==> src/tnoc_pkg.sv <==
package tnoc_pkg;

  // ==========================================================
  // Field types
  // ==========================================================

  typedef logic [15:0] addr_t;    // Region in the top two bits and word index from bit 2
  typedef logic [31:0] data_t;
  typedef logic [3:0]  txn_id_t;  // Chosen by the initiator and returned as is
  typedef logic [1:0]  node_id_t;
  typedef logic [1:0]  resp_t;

  localparam resp_t RESP_OKAY   = 2'b00;
  localparam resp_t RESP_DECERR = 2'b11;

  localparam int NUM_TARGETS = 3;  // Regions at or above this value have no memory node

  // ==========================================================
  // Link payloads
  // ==========================================================

  typedef struct packed {
    logic    write;
    txn_id_t id;
    addr_t   addr;
    data_t   wdata;
  } tnoc_request_t;

  // One entry per dispatched request so responses can be put back in order
  typedef struct packed {
    node_id_t node;
    logic     decerr;
    logic     write;   // Needed to build the decode error response
    txn_id_t  id;
  } tnoc_order_t;

  typedef struct packed {
    logic    write;
    txn_id_t id;
    resp_t   resp;
    data_t   rdata;
  } tnoc_response_t;

endpackage

==> src/tnoc_address_decoder.sv <==
module tnoc_address_decoder #(
  parameter int REQ_FIFO_DEPTH = 4,
  parameter int TGT_FIFO_DEPTH = 2
) (
  input  logic                             clk,
  input  logic                             i_arst_n,
  input  logic                             i_req_valid,
  input  tnoc_pkg::tnoc_request_t          i_req,
  input  logic [tnoc_pkg::NUM_TARGETS-1:0] i_tgt_credit,
  input  logic                             i_ord_credit,
  output logic                             o_req_credit,
  output logic [tnoc_pkg::NUM_TARGETS-1:0] o_tgt_valid,
  output tnoc_pkg::tnoc_request_t          o_tgt_req,
  output logic                             o_ord_valid,
  output tnoc_pkg::tnoc_order_t            o_ord
);
  localparam int ORD_CREDITS = REQ_FIFO_DEPTH + tnoc_pkg::NUM_TARGETS * TGT_FIFO_DEPTH;
  localparam int TGT_CNT_W   = $clog2(TGT_FIFO_DEPTH + 1);
  localparam int ORD_CNT_W   = $clog2(ORD_CREDITS + 1);

  tnoc_pkg::tnoc_request_t head;
  logic                    head_empty;
  tnoc_pkg::node_id_t      head_node;
  logic                    head_decerr;
  logic                    tgt_ok;
  logic                    dispatch;
  logic [TGT_CNT_W-1:0]    tgt_cnt [tnoc_pkg::NUM_TARGETS];
  logic [ORD_CNT_W-1:0]    ord_cnt;

  tnoc_fifo #(
    .WIDTH ($bits(tnoc_pkg::tnoc_request_t)),
    .DEPTH (REQ_FIFO_DEPTH                 )
  ) u_req_fifo (
    .clk      (clk        ),
    .i_arst_n (i_arst_n   ),
    .i_push   (i_req_valid),
    .i_wdata  (i_req      ),
    .i_pop    (dispatch   ),
    .o_rdata  (head       ),
    .o_empty  (head_empty )
  );

  // ==========================================================
  // Address decode and dispatch
  // ==========================================================

  assign head_node   = head.addr[15:14];
  assign head_decerr = (head_node >= tnoc_pkg::node_id_t'(tnoc_pkg::NUM_TARGETS));
  assign tgt_ok      = head_decerr || (tgt_cnt[head_node] != '0);  // Region 3 needs no target
  assign dispatch    = !head_empty && (ord_cnt != '0) && tgt_ok;

  always_comb begin
    for (int k = 0; k < tnoc_pkg::NUM_TARGETS; k++) begin
      o_tgt_valid[k] = dispatch && !head_decerr && (head_node == tnoc_pkg::node_id_t'(k));
    end
  end

  assign o_tgt_req    = head;  // Shared by all targets and qualified by o_tgt_valid
  assign o_ord_valid  = dispatch;
  assign o_ord        = '{node: head_node, decerr: head_decerr, write: head.write, id: head.id};
  assign o_req_credit = dispatch;  // Slot in the input buffer frees on dispatch

  always_ff @(posedge clk or negedge i_arst_n) begin
    if (!i_arst_n) begin
      for (int k = 0; k < tnoc_pkg::NUM_TARGETS; k++) begin
        tgt_cnt[k] <= TGT_CNT_W'(TGT_FIFO_DEPTH);
      end
      ord_cnt <= ORD_CNT_W'(ORD_CREDITS);
    end else begin
      for (int k = 0; k < tnoc_pkg::NUM_TARGETS; k++) begin
        tgt_cnt[k] <= tgt_cnt[k] - TGT_CNT_W'(o_tgt_valid[k]) + TGT_CNT_W'(i_tgt_credit[k]);
      end
      ord_cnt <= ord_cnt - ORD_CNT_W'(dispatch) + ORD_CNT_W'(i_ord_credit);
    end
  end
endmodule

==> src/tnoc_fifo.sv <==
module tnoc_fifo #(
  parameter int WIDTH = 8,
  parameter int DEPTH = 4
) (
  input  logic             clk,
  input  logic             i_arst_n,
  input  logic             i_push,
  input  logic [WIDTH-1:0] i_wdata,
  input  logic             i_pop,
  output logic [WIDTH-1:0] o_rdata,
  output logic             o_empty
);
  localparam int PTR_W = (DEPTH > 1) ? $clog2(DEPTH) : 1;
  localparam int CNT_W = $clog2(DEPTH + 1);

  logic [WIDTH-1:0] mem [DEPTH];
  logic [PTR_W-1:0] wr_ptr;
  logic [PTR_W-1:0] rd_ptr;
  logic [CNT_W-1:0] count;

  always_ff @(posedge clk) begin
    if (i_push) begin
      mem[wr_ptr] <= i_wdata;
    end
  end

  always_ff @(posedge clk or negedge i_arst_n) begin
    if (!i_arst_n) begin
      wr_ptr <= '0;
      rd_ptr <= '0;
      count  <= '0;
    end else begin
      if (i_push) begin
        wr_ptr <= (wr_ptr == PTR_W'(DEPTH - 1)) ? '0 : wr_ptr + 1'b1;  // Depth need not be 2^n
      end
      if (i_pop) begin
        rd_ptr <= (rd_ptr == PTR_W'(DEPTH - 1)) ? '0 : rd_ptr + 1'b1;
      end
      count <= count + CNT_W'(i_push) - CNT_W'(i_pop);
    end
  end

  assign o_rdata = mem[rd_ptr];  // Head entry is visible without a pop
  assign o_empty = (count == '0);
endmodule

==> src/tnoc_mem_subsystem.sv <==
module tnoc_mem_subsystem #(
  parameter int REQ_FIFO_DEPTH = 4,
  parameter int TGT_FIFO_DEPTH = 2,
  parameter int RSP_BUF_DEPTH  = 2,
  parameter int MEM_WORDS      = 16,
  parameter int RSP_CREDITS    = 2
) (
  input  logic                     clk,
  input  logic                     i_arst_n,
  input  logic                     i_req_valid,
  input  tnoc_pkg::tnoc_request_t  i_req,
  input  logic                     i_rsp_credit,
  output logic                     o_req_credit,
  output logic                     o_rsp_valid,
  output tnoc_pkg::tnoc_response_t o_rsp
);
  logic [tnoc_pkg::NUM_TARGETS-1:0] tgt_req_valid;
  tnoc_pkg::tnoc_request_t          tgt_req;
  logic [tnoc_pkg::NUM_TARGETS-1:0] tgt_req_credit;
  logic                             ord_valid;
  tnoc_pkg::tnoc_order_t            ord;
  logic                             ord_credit;
  logic [tnoc_pkg::NUM_TARGETS-1:0] tgt_rsp_valid;
  tnoc_pkg::tnoc_response_t         tgt_rsp [tnoc_pkg::NUM_TARGETS];
  logic [tnoc_pkg::NUM_TARGETS-1:0] tgt_rsp_credit;

  tnoc_address_decoder #(
    .REQ_FIFO_DEPTH (REQ_FIFO_DEPTH),
    .TGT_FIFO_DEPTH (TGT_FIFO_DEPTH)
  ) u_decoder (
    .clk          (clk           ),
    .i_arst_n     (i_arst_n      ),
    .i_req_valid  (i_req_valid   ),
    .i_req        (i_req         ),
    .i_tgt_credit (tgt_req_credit),
    .i_ord_credit (ord_credit    ),
    .o_req_credit (o_req_credit  ),
    .o_tgt_valid  (tgt_req_valid ),
    .o_tgt_req    (tgt_req       ),
    .o_ord_valid  (ord_valid     ),
    .o_ord        (ord           )
  );

  for (genvar k = 0; k < tnoc_pkg::NUM_TARGETS; k++) begin : g_target
    tnoc_memory_target #(
      .TGT_FIFO_DEPTH (TGT_FIFO_DEPTH),
      .RSP_BUF_DEPTH  (RSP_BUF_DEPTH ),
      .MEM_WORDS      (MEM_WORDS     )
    ) u_target (
      .clk          (clk              ),
      .i_arst_n     (i_arst_n         ),
      .i_req_valid  (tgt_req_valid[k] ),
      .i_req        (tgt_req          ),
      .i_rsp_credit (tgt_rsp_credit[k]),
      .o_req_credit (tgt_req_credit[k]),
      .o_rsp_valid  (tgt_rsp_valid[k] ),
      .o_rsp        (tgt_rsp[k]       )
    );
  end

  tnoc_response_merger #(
    .REQ_FIFO_DEPTH (REQ_FIFO_DEPTH),
    .TGT_FIFO_DEPTH (TGT_FIFO_DEPTH),
    .RSP_BUF_DEPTH  (RSP_BUF_DEPTH ),
    .RSP_CREDITS    (RSP_CREDITS   )
  ) u_merger (
    .clk              (clk           ),
    .i_arst_n         (i_arst_n      ),
    .i_ord_valid      (ord_valid     ),
    .i_ord            (ord           ),
    .i_tgt_rsp_valid  (tgt_rsp_valid ),
    .i_tgt_rsp        (tgt_rsp       ),
    .i_rsp_credit     (i_rsp_credit  ),
    .o_ord_credit     (ord_credit    ),
    .o_tgt_rsp_credit (tgt_rsp_credit),
    .o_rsp_valid      (o_rsp_valid   ),
    .o_rsp            (o_rsp         )
  );
endmodule

==> src/tnoc_memory_target.sv <==
module tnoc_memory_target #(
  parameter int TGT_FIFO_DEPTH = 2,
  parameter int RSP_BUF_DEPTH  = 2,
  parameter int MEM_WORDS      = 16
) (
  input  logic                     clk,
  input  logic                     i_arst_n,
  input  logic                     i_req_valid,
  input  tnoc_pkg::tnoc_request_t  i_req,
  input  logic                     i_rsp_credit,
  output logic                     o_req_credit,
  output logic                     o_rsp_valid,
  output tnoc_pkg::tnoc_response_t o_rsp
);
  localparam int IDX_W = (MEM_WORDS > 1) ? $clog2(MEM_WORDS) : 1;
  localparam int CNT_W = $clog2(RSP_BUF_DEPTH + 1);

  tnoc_pkg::tnoc_request_t head;
  logic                    head_empty;
  logic                    exec;
  logic [IDX_W-1:0]        word_idx;
  tnoc_pkg::data_t         rd_word;
  tnoc_pkg::data_t         mem [MEM_WORDS];
  logic [MEM_WORDS-1:0]    word_vld;
  logic [CNT_W-1:0]        rsp_cnt;

  tnoc_fifo #(
    .WIDTH ($bits(tnoc_pkg::tnoc_request_t)),
    .DEPTH (TGT_FIFO_DEPTH                 )
  ) u_req_fifo (
    .clk      (clk        ),
    .i_arst_n (i_arst_n   ),
    .i_push   (i_req_valid),
    .i_wdata  (i_req      ),
    .i_pop    (exec       ),
    .o_rdata  (head       ),
    .o_empty  (head_empty )
  );

  assign exec     = !head_empty && (rsp_cnt != '0);  // One request per cycle while credit lasts
  assign word_idx = IDX_W'((head.addr >> 2) % MEM_WORDS);
  assign rd_word  = word_vld[word_idx] ? mem[word_idx] : '0;  // Unwritten words read as zero

  always_ff @(posedge clk) begin
    if (exec && head.write) begin
      mem[word_idx] <= head.wdata;
    end
  end

  always_ff @(posedge clk or negedge i_arst_n) begin
    if (!i_arst_n) begin
      word_vld <= '0;
      rsp_cnt  <= CNT_W'(RSP_BUF_DEPTH);
    end else begin
      if (exec && head.write) begin
        word_vld[word_idx] <= 1'b1;
      end
      rsp_cnt <= rsp_cnt - CNT_W'(exec) + CNT_W'(i_rsp_credit);
    end
  end

  always_comb begin
    o_rsp.write = head.write;
    o_rsp.id    = head.id;
    o_rsp.resp  = tnoc_pkg::RESP_OKAY;
    o_rsp.rdata = head.write ? '0 : rd_word;
  end

  assign o_rsp_valid  = exec;  // Response leaves in the execute cycle
  assign o_req_credit = exec;
endmodule

==> src/tnoc_response_merger.sv <==
module tnoc_response_merger #(
  parameter int REQ_FIFO_DEPTH = 4,
  parameter int TGT_FIFO_DEPTH = 2,
  parameter int RSP_BUF_DEPTH  = 2,
  parameter int RSP_CREDITS    = 2
) (
  input  logic                             clk,
  input  logic                             i_arst_n,
  input  logic                             i_ord_valid,
  input  tnoc_pkg::tnoc_order_t            i_ord,
  input  logic [tnoc_pkg::NUM_TARGETS-1:0] i_tgt_rsp_valid,
  input  tnoc_pkg::tnoc_response_t         i_tgt_rsp [tnoc_pkg::NUM_TARGETS],
  input  logic                             i_rsp_credit,
  output logic                             o_ord_credit,
  output logic [tnoc_pkg::NUM_TARGETS-1:0] o_tgt_rsp_credit,
  output logic                             o_rsp_valid,
  output tnoc_pkg::tnoc_response_t         o_rsp
);
  localparam int ORD_DEPTH = REQ_FIFO_DEPTH + tnoc_pkg::NUM_TARGETS * TGT_FIFO_DEPTH;
  localparam int CNT_W     = $clog2(RSP_CREDITS + 1);

  typedef enum logic {
    MERGE_IDLE,
    MERGE_ISSUE
  } merge_state_e;

  merge_state_e                     state;
  tnoc_pkg::tnoc_order_t            ord_head;
  logic                             ord_empty;
  tnoc_pkg::tnoc_response_t         buf_head [tnoc_pkg::NUM_TARGETS];
  logic [tnoc_pkg::NUM_TARGETS-1:0] buf_empty;
  logic [tnoc_pkg::NUM_TARGETS-1:0] buf_pop;
  logic                             head_ready;
  logic                             fire;
  logic [CNT_W-1:0]                 rsp_cnt;

  tnoc_fifo #(
    .WIDTH ($bits(tnoc_pkg::tnoc_order_t)),
    .DEPTH (ORD_DEPTH                    )
  ) u_ord_fifo (
    .clk      (clk        ),
    .i_arst_n (i_arst_n   ),
    .i_push   (i_ord_valid),
    .i_wdata  (i_ord      ),
    .i_pop    (fire       ),
    .o_rdata  (ord_head   ),
    .o_empty  (ord_empty  )
  );

  for (genvar k = 0; k < tnoc_pkg::NUM_TARGETS; k++) begin : g_rsp_buf
    tnoc_fifo #(
      .WIDTH ($bits(tnoc_pkg::tnoc_response_t)),
      .DEPTH (RSP_BUF_DEPTH                     )
    ) u_rsp_fifo (
      .clk      (clk               ),
      .i_arst_n (i_arst_n          ),
      .i_push   (i_tgt_rsp_valid[k]),
      .i_wdata  (i_tgt_rsp[k]      ),
      .i_pop    (buf_pop[k]        ),
      .o_rdata  (buf_head[k]       ),
      .o_empty  (buf_empty[k]      )
    );
    assign buf_pop[k] = fire && !ord_head.decerr && (ord_head.node == tnoc_pkg::node_id_t'(k));
  end

  // ==========================================================
  // In-order return
  // ==========================================================

  assign head_ready = ord_head.decerr || !buf_empty[ord_head.node];
  assign fire       = !ord_empty && (rsp_cnt != '0) && head_ready;

  always_ff @(posedge clk or negedge i_arst_n) begin
    if (!i_arst_n) begin
      state   <= MERGE_IDLE;
      rsp_cnt <= CNT_W'(RSP_CREDITS);
    end else begin
      case (state)
        MERGE_IDLE: begin
          if (fire) begin
            state <= MERGE_ISSUE;
          end
        end
        MERGE_ISSUE: begin
          if (!fire) begin
            state <= MERGE_IDLE;  // Back to back issue stays here
          end
        end
        default: state <= MERGE_IDLE;
      endcase
      rsp_cnt <= rsp_cnt - CNT_W'(fire) + CNT_W'(i_rsp_credit);
    end
  end

  always_ff @(posedge clk) begin
    if (fire) begin
      if (ord_head.decerr) begin
        o_rsp.write <= ord_head.write;
        o_rsp.id    <= ord_head.id;
        o_rsp.resp  <= tnoc_pkg::RESP_DECERR;
        o_rsp.rdata <= '0;
      end else begin
        o_rsp <= buf_head[ord_head.node];
      end
    end
  end

  assign o_rsp_valid      = (state == MERGE_ISSUE);
  assign o_ord_credit     = fire;
  assign o_tgt_rsp_credit = buf_pop;
endmodule

==> config.mk <==
export PLATFORM = sky130hd
export DESIGN_NAME = tnoc_mem_subsystem
export DESIGN_NICKNAME = d
export VERILOG_FILES = /design/src/tnoc_pkg.sv /design/src/tnoc_address_decoder.sv /design/src/tnoc_fifo.sv /design/src/tnoc_mem_subsystem.sv /design/src/tnoc_memory_target.sv /design/src/tnoc_response_merger.sv
export SDC_FILE = /design/constraint.sdc
export NUM_CORES = 2
export LEC_CHECK = 0
export ABC_AREA = 1
export BUFFER_PORTS_ARGS = -buffer_cell sky130_fd_sc_hd__buf_2
export CAP_MARGIN = 5
export CORE_ASPECT_RATIO = 2
export CORE_MARGIN = 1.5
export CORE_UTILIZATION = 56
export DETAILED_ROUTE_END_ITERATION = 12
export HOLD_SLACK_MARGIN = 0.08
export PLACE_DENSITY_LB_ADDON = 0.05
export SYNTH_ARGS = -nofsm -noshare
export SYNTH_HDL_FRONTEND = slang
export SYNTH_HIERARCHICAL = 1
export SYNTH_SLANG_ARGS = --single-unit
==> constraint.sdc <==
create_clock -name clk -period 6.4 [get_ports clk]
set_input_delay 1.92 -clock clk [delete_from_list [all_inputs] [get_ports clk]]
set_output_delay 1.92 -clock clk [all_outputs]
set_load 0.01 [all_outputs]
==> impl_metrics.yaml <==
layout:
  final_nets: 8039
  stdcell_count: 10400
  synthToLayoutAreaGrowth_pct: 10.1
  nFillCells: 13100
  drive_gt1_share_pct: 8.99
min_path:
  hp-start: "g_target[0].u_target/word_vld[10]$_DFFE_PN0P_"
  worst_hold_path.endpoint: "g_target[0].u_target/word_vld[10]$_DFFE_PN0P_"
  hp-class: "register to register"
  holdPathStages: 2
worst_setup_path:
  r2r_start: "u_decoder/u_req_fifo/rd_ptr[0]$_DFFE_PN0P_"
  arrival_ns: 3.68
  crit_type: "register to output port"
  r2r_end: "g_target[1].u_target/u_req_fifo/mem[0][14]$_DFFE_PP_"
  worstRegToRegCells: 13
  reg2reg_slack_ns: 1.76
  cp-start-kind: "register"
  critPathMaxFanout: 64
  worstPathRequired_ns: 4.48
  endpoint_kind: "output port"
sta:
  skew_ns: 0.0312
  maxSlewHeadroom_pct: 11.5
  setup_viol: 0
  drv_slew: 0
  timing.setup.tns_ns: 0
  fin_crit_sh_pct: 87.5
  fmax_mhz: 179
  worstMarginPinSlew_ns: 1.32
  min_period_ns: 5.60
  grt_setup_unrepaired: "false"
  finalHoldViolCount: 0
clock_network:
  insertion_delay_ns: 0.84
  htreeDepth: 4
  postCtsHoldBufs: 0
  cts_buffer_depth: 4
  post_cts_buffers: 0
  clock_sinks: 2417
  cts_tree: "done"
  ctsResizeCount: 0
  cts_buffers: 205
  cts_root_buf: "clkbuf_16"
  clkTransAtPathRegs_ns: 0.07
drt:
  drt-total-wl_um: 260000
  drc: 0
  firstDrtPassIters: 6
  wl_per_cell_um: 25.0
  vias_per_cell: 5.61
  dr_total_vias: 58200
  drt_iter0_drc: 4621
  ant_nets: 0
yosys:
  synth_area_sq_um: 95500
  ys_warn_count: 6
  synth_cells: 7835
  syn_area_per_cell_sq_um: 12.2
power_and_ir_drop:
  total_power_mw: 30.3
  peakVddDrop_mv: 0.257
  internal_power_mw: 24.1
  combinationalPowerShare_pct: 2.3
  p_seq_share_pct: 57.7
  swShare_pct: 20.2
  p_per_area_nw_per_um2: 288
  p_clk_share_pct: 40.0
  p_sw_mw: 6.11
  p_leak_nw: 39.1
placed_design:
  gp_congestion: 0.873
  dp_hpwl_um: 161000
  dp_cells: 10000
  io_buffers: 87
status:
  status: "complete, no violations"
flow_run:
  drv_cap: 0
floorplan:
  core_area_sq_um: 169000
  die_h_um: 587
  rows: 214
  start_util_pct: 56.3
  fp.dieW_um: 295
  ios: 98
  die_area_sq_um: 173000
global_routing:
  overflow: 0
  grtUsageTotal_pct: 30.2
  grt_max_degree: 129
  antenna_found_initial: 23
  grt_pass1_vias: 56800
  grt_pass1_wl_um: 373000
==> layer usage <==
metal  vias to the layer above  global-route usage (%)  part of all wire (%)
met1                     29000                    33.3                    35
met5                         -                       0                     0
met3                       594                    3.28                   5.5
met2                      2031                    56.0                    54
met4                         0                    16.5                   6.1
li1                      26600                       -                     -
==> metrics by stage <==
| stage | hold slack, ns | worst slack [ns] | area (sq um) | util, % |
|---|---|---|---|---|
| after CTS | 0.458 | 0.707 | 105000 | 62.0 |
| final | 0.458 | 0.798 | 105000 | 62.0 |
| after floorplan | 0.424 | 0.230 | 95500 | - |
| after global routing | 0.478 | 0.563 | 105000 | 62.0 |
| after detailed placement | 0.443 | 1.61 | 98700 | 58.2 |
| after global placement | 0.440 | 1.65 | 98700 | 58.2 |
==> worst max-delay path, cell delays in order, from the launching register on <==
cell     delay, ns
dfrtp_2       0.73
buf_4         0.68
nand2_1       0.15
nand3_1       0.11
nand2_1       0.08
buf_4         0.24
nor2_1        0.17
o21ai_1       0.16
nand3_2       0.11
nand2_2       0.13
inv_1         0.12
buf_2         0.13
==> cell usage in the layout, fill, tap and decap left out, types with 9 or more instances in the layout <==
cell type     n
a21oi_1     100
buf_12        9
buf_2        87
buf_4       165
bufinv_16    14
clkbuf_1     45
clkbuf_16   209
clkinv_1     39
clkinv_2     44
dfrtp_1      93
dfstp_2       9
diode_2       9
edfxtp_1   2307
ha_1         40
inv_1       603
inv_2        19
nand2_1    3010
nand3_1     171
nand4_1     289
nor2_1      246
nor2_4       75
o21ai_0     200
o21ai_1     160
o21ai_2      13
or2_1        13
or2_2        27
xnor2_1      15
xor2_1       15
==> worst max path at each step <==
stage,from,end,depth (start not counted)
floorplan,u_merger/u_ord_fifo/rd_ptr[1]$_DFFE_PN0P_,u_merger/u_ord_fifo/count[2]$_DFF_PN0_,16
global placement,u_decoder/u_req_fifo/rd_ptr[0]$_DFFE_PN0P_,o_req_credit,11
detailed placement,u_decoder/u_req_fifo/rd_ptr[0]$_DFFE_PN0P_,o_req_credit,11
CTS,u_decoder/u_req_fifo/rd_ptr[0]$_DFFE_PN0P_,o_req_credit,11
global route,u_decoder/u_req_fifo/rd_ptr[0]$_DFFE_PN0P_,o_req_credit,11
finish,u_decoder/u_req_fifo/rd_ptr[0]$_DFFE_PN0P_,o_req_credit,11
==> power groups by stage <==
stage | combinational [mW] | sequential, mW | clock [mW]
final | 0.693 | 17.5 | 12.1
after CTS | 0.704 | 17.5 | 12.3
after detailed placement | 0.702 | 17.8 | 0
after floorplan | 0.292 | 17.8 | 0
after global placement | 0.686 | 17.8 | 0
after global routing | 0.742 | 17.5 | 12.9
==> cell type report <==
type                       count  area, sq um  area share [%]
multi-input combinational   4421        19600            18.6
clock buffer                 261         5500            5.23
sequential                  2417        72100            68.5
clock inverter               106          877           0.834
inverter                     632         2390            2.27
timing repair buffer         262         1870            1.77
tap                         2268         2840            2.70
antenna                        9         22.5          0.0214
==> flip-flops by register name, summed over array words and instances (netlist names), 4 cells and up <==
signal / cells
u_decoder/u_req_fifo/mem: 172
u_merger/u_ord_fifo/count: 4
g_target.u_target/u_req_fifo/mem: 246
u_merger/u_ord_fifo/wr_ptr: 4
u_merger/g_rsp_buf.u_rsp_fifo/count: 6
g_target.u_target/mem: 1536
g_target.u_target/word_vld: 48
u_merger/u_ord_fifo/mem: 80
u_merger/g_rsp_buf.u_rsp_fifo/mem: 234
u_merger/o_rsp: 39
g_target.u_target/rsp_cnt: 6
u_merger/u_ord_fifo/rd_ptr: 4
u_decoder/tgt_cnt: 6
u_decoder/ord_cnt: 4
g_target.u_target/u_req_fifo/count: 6
Power figures use the tool's default switching activity.
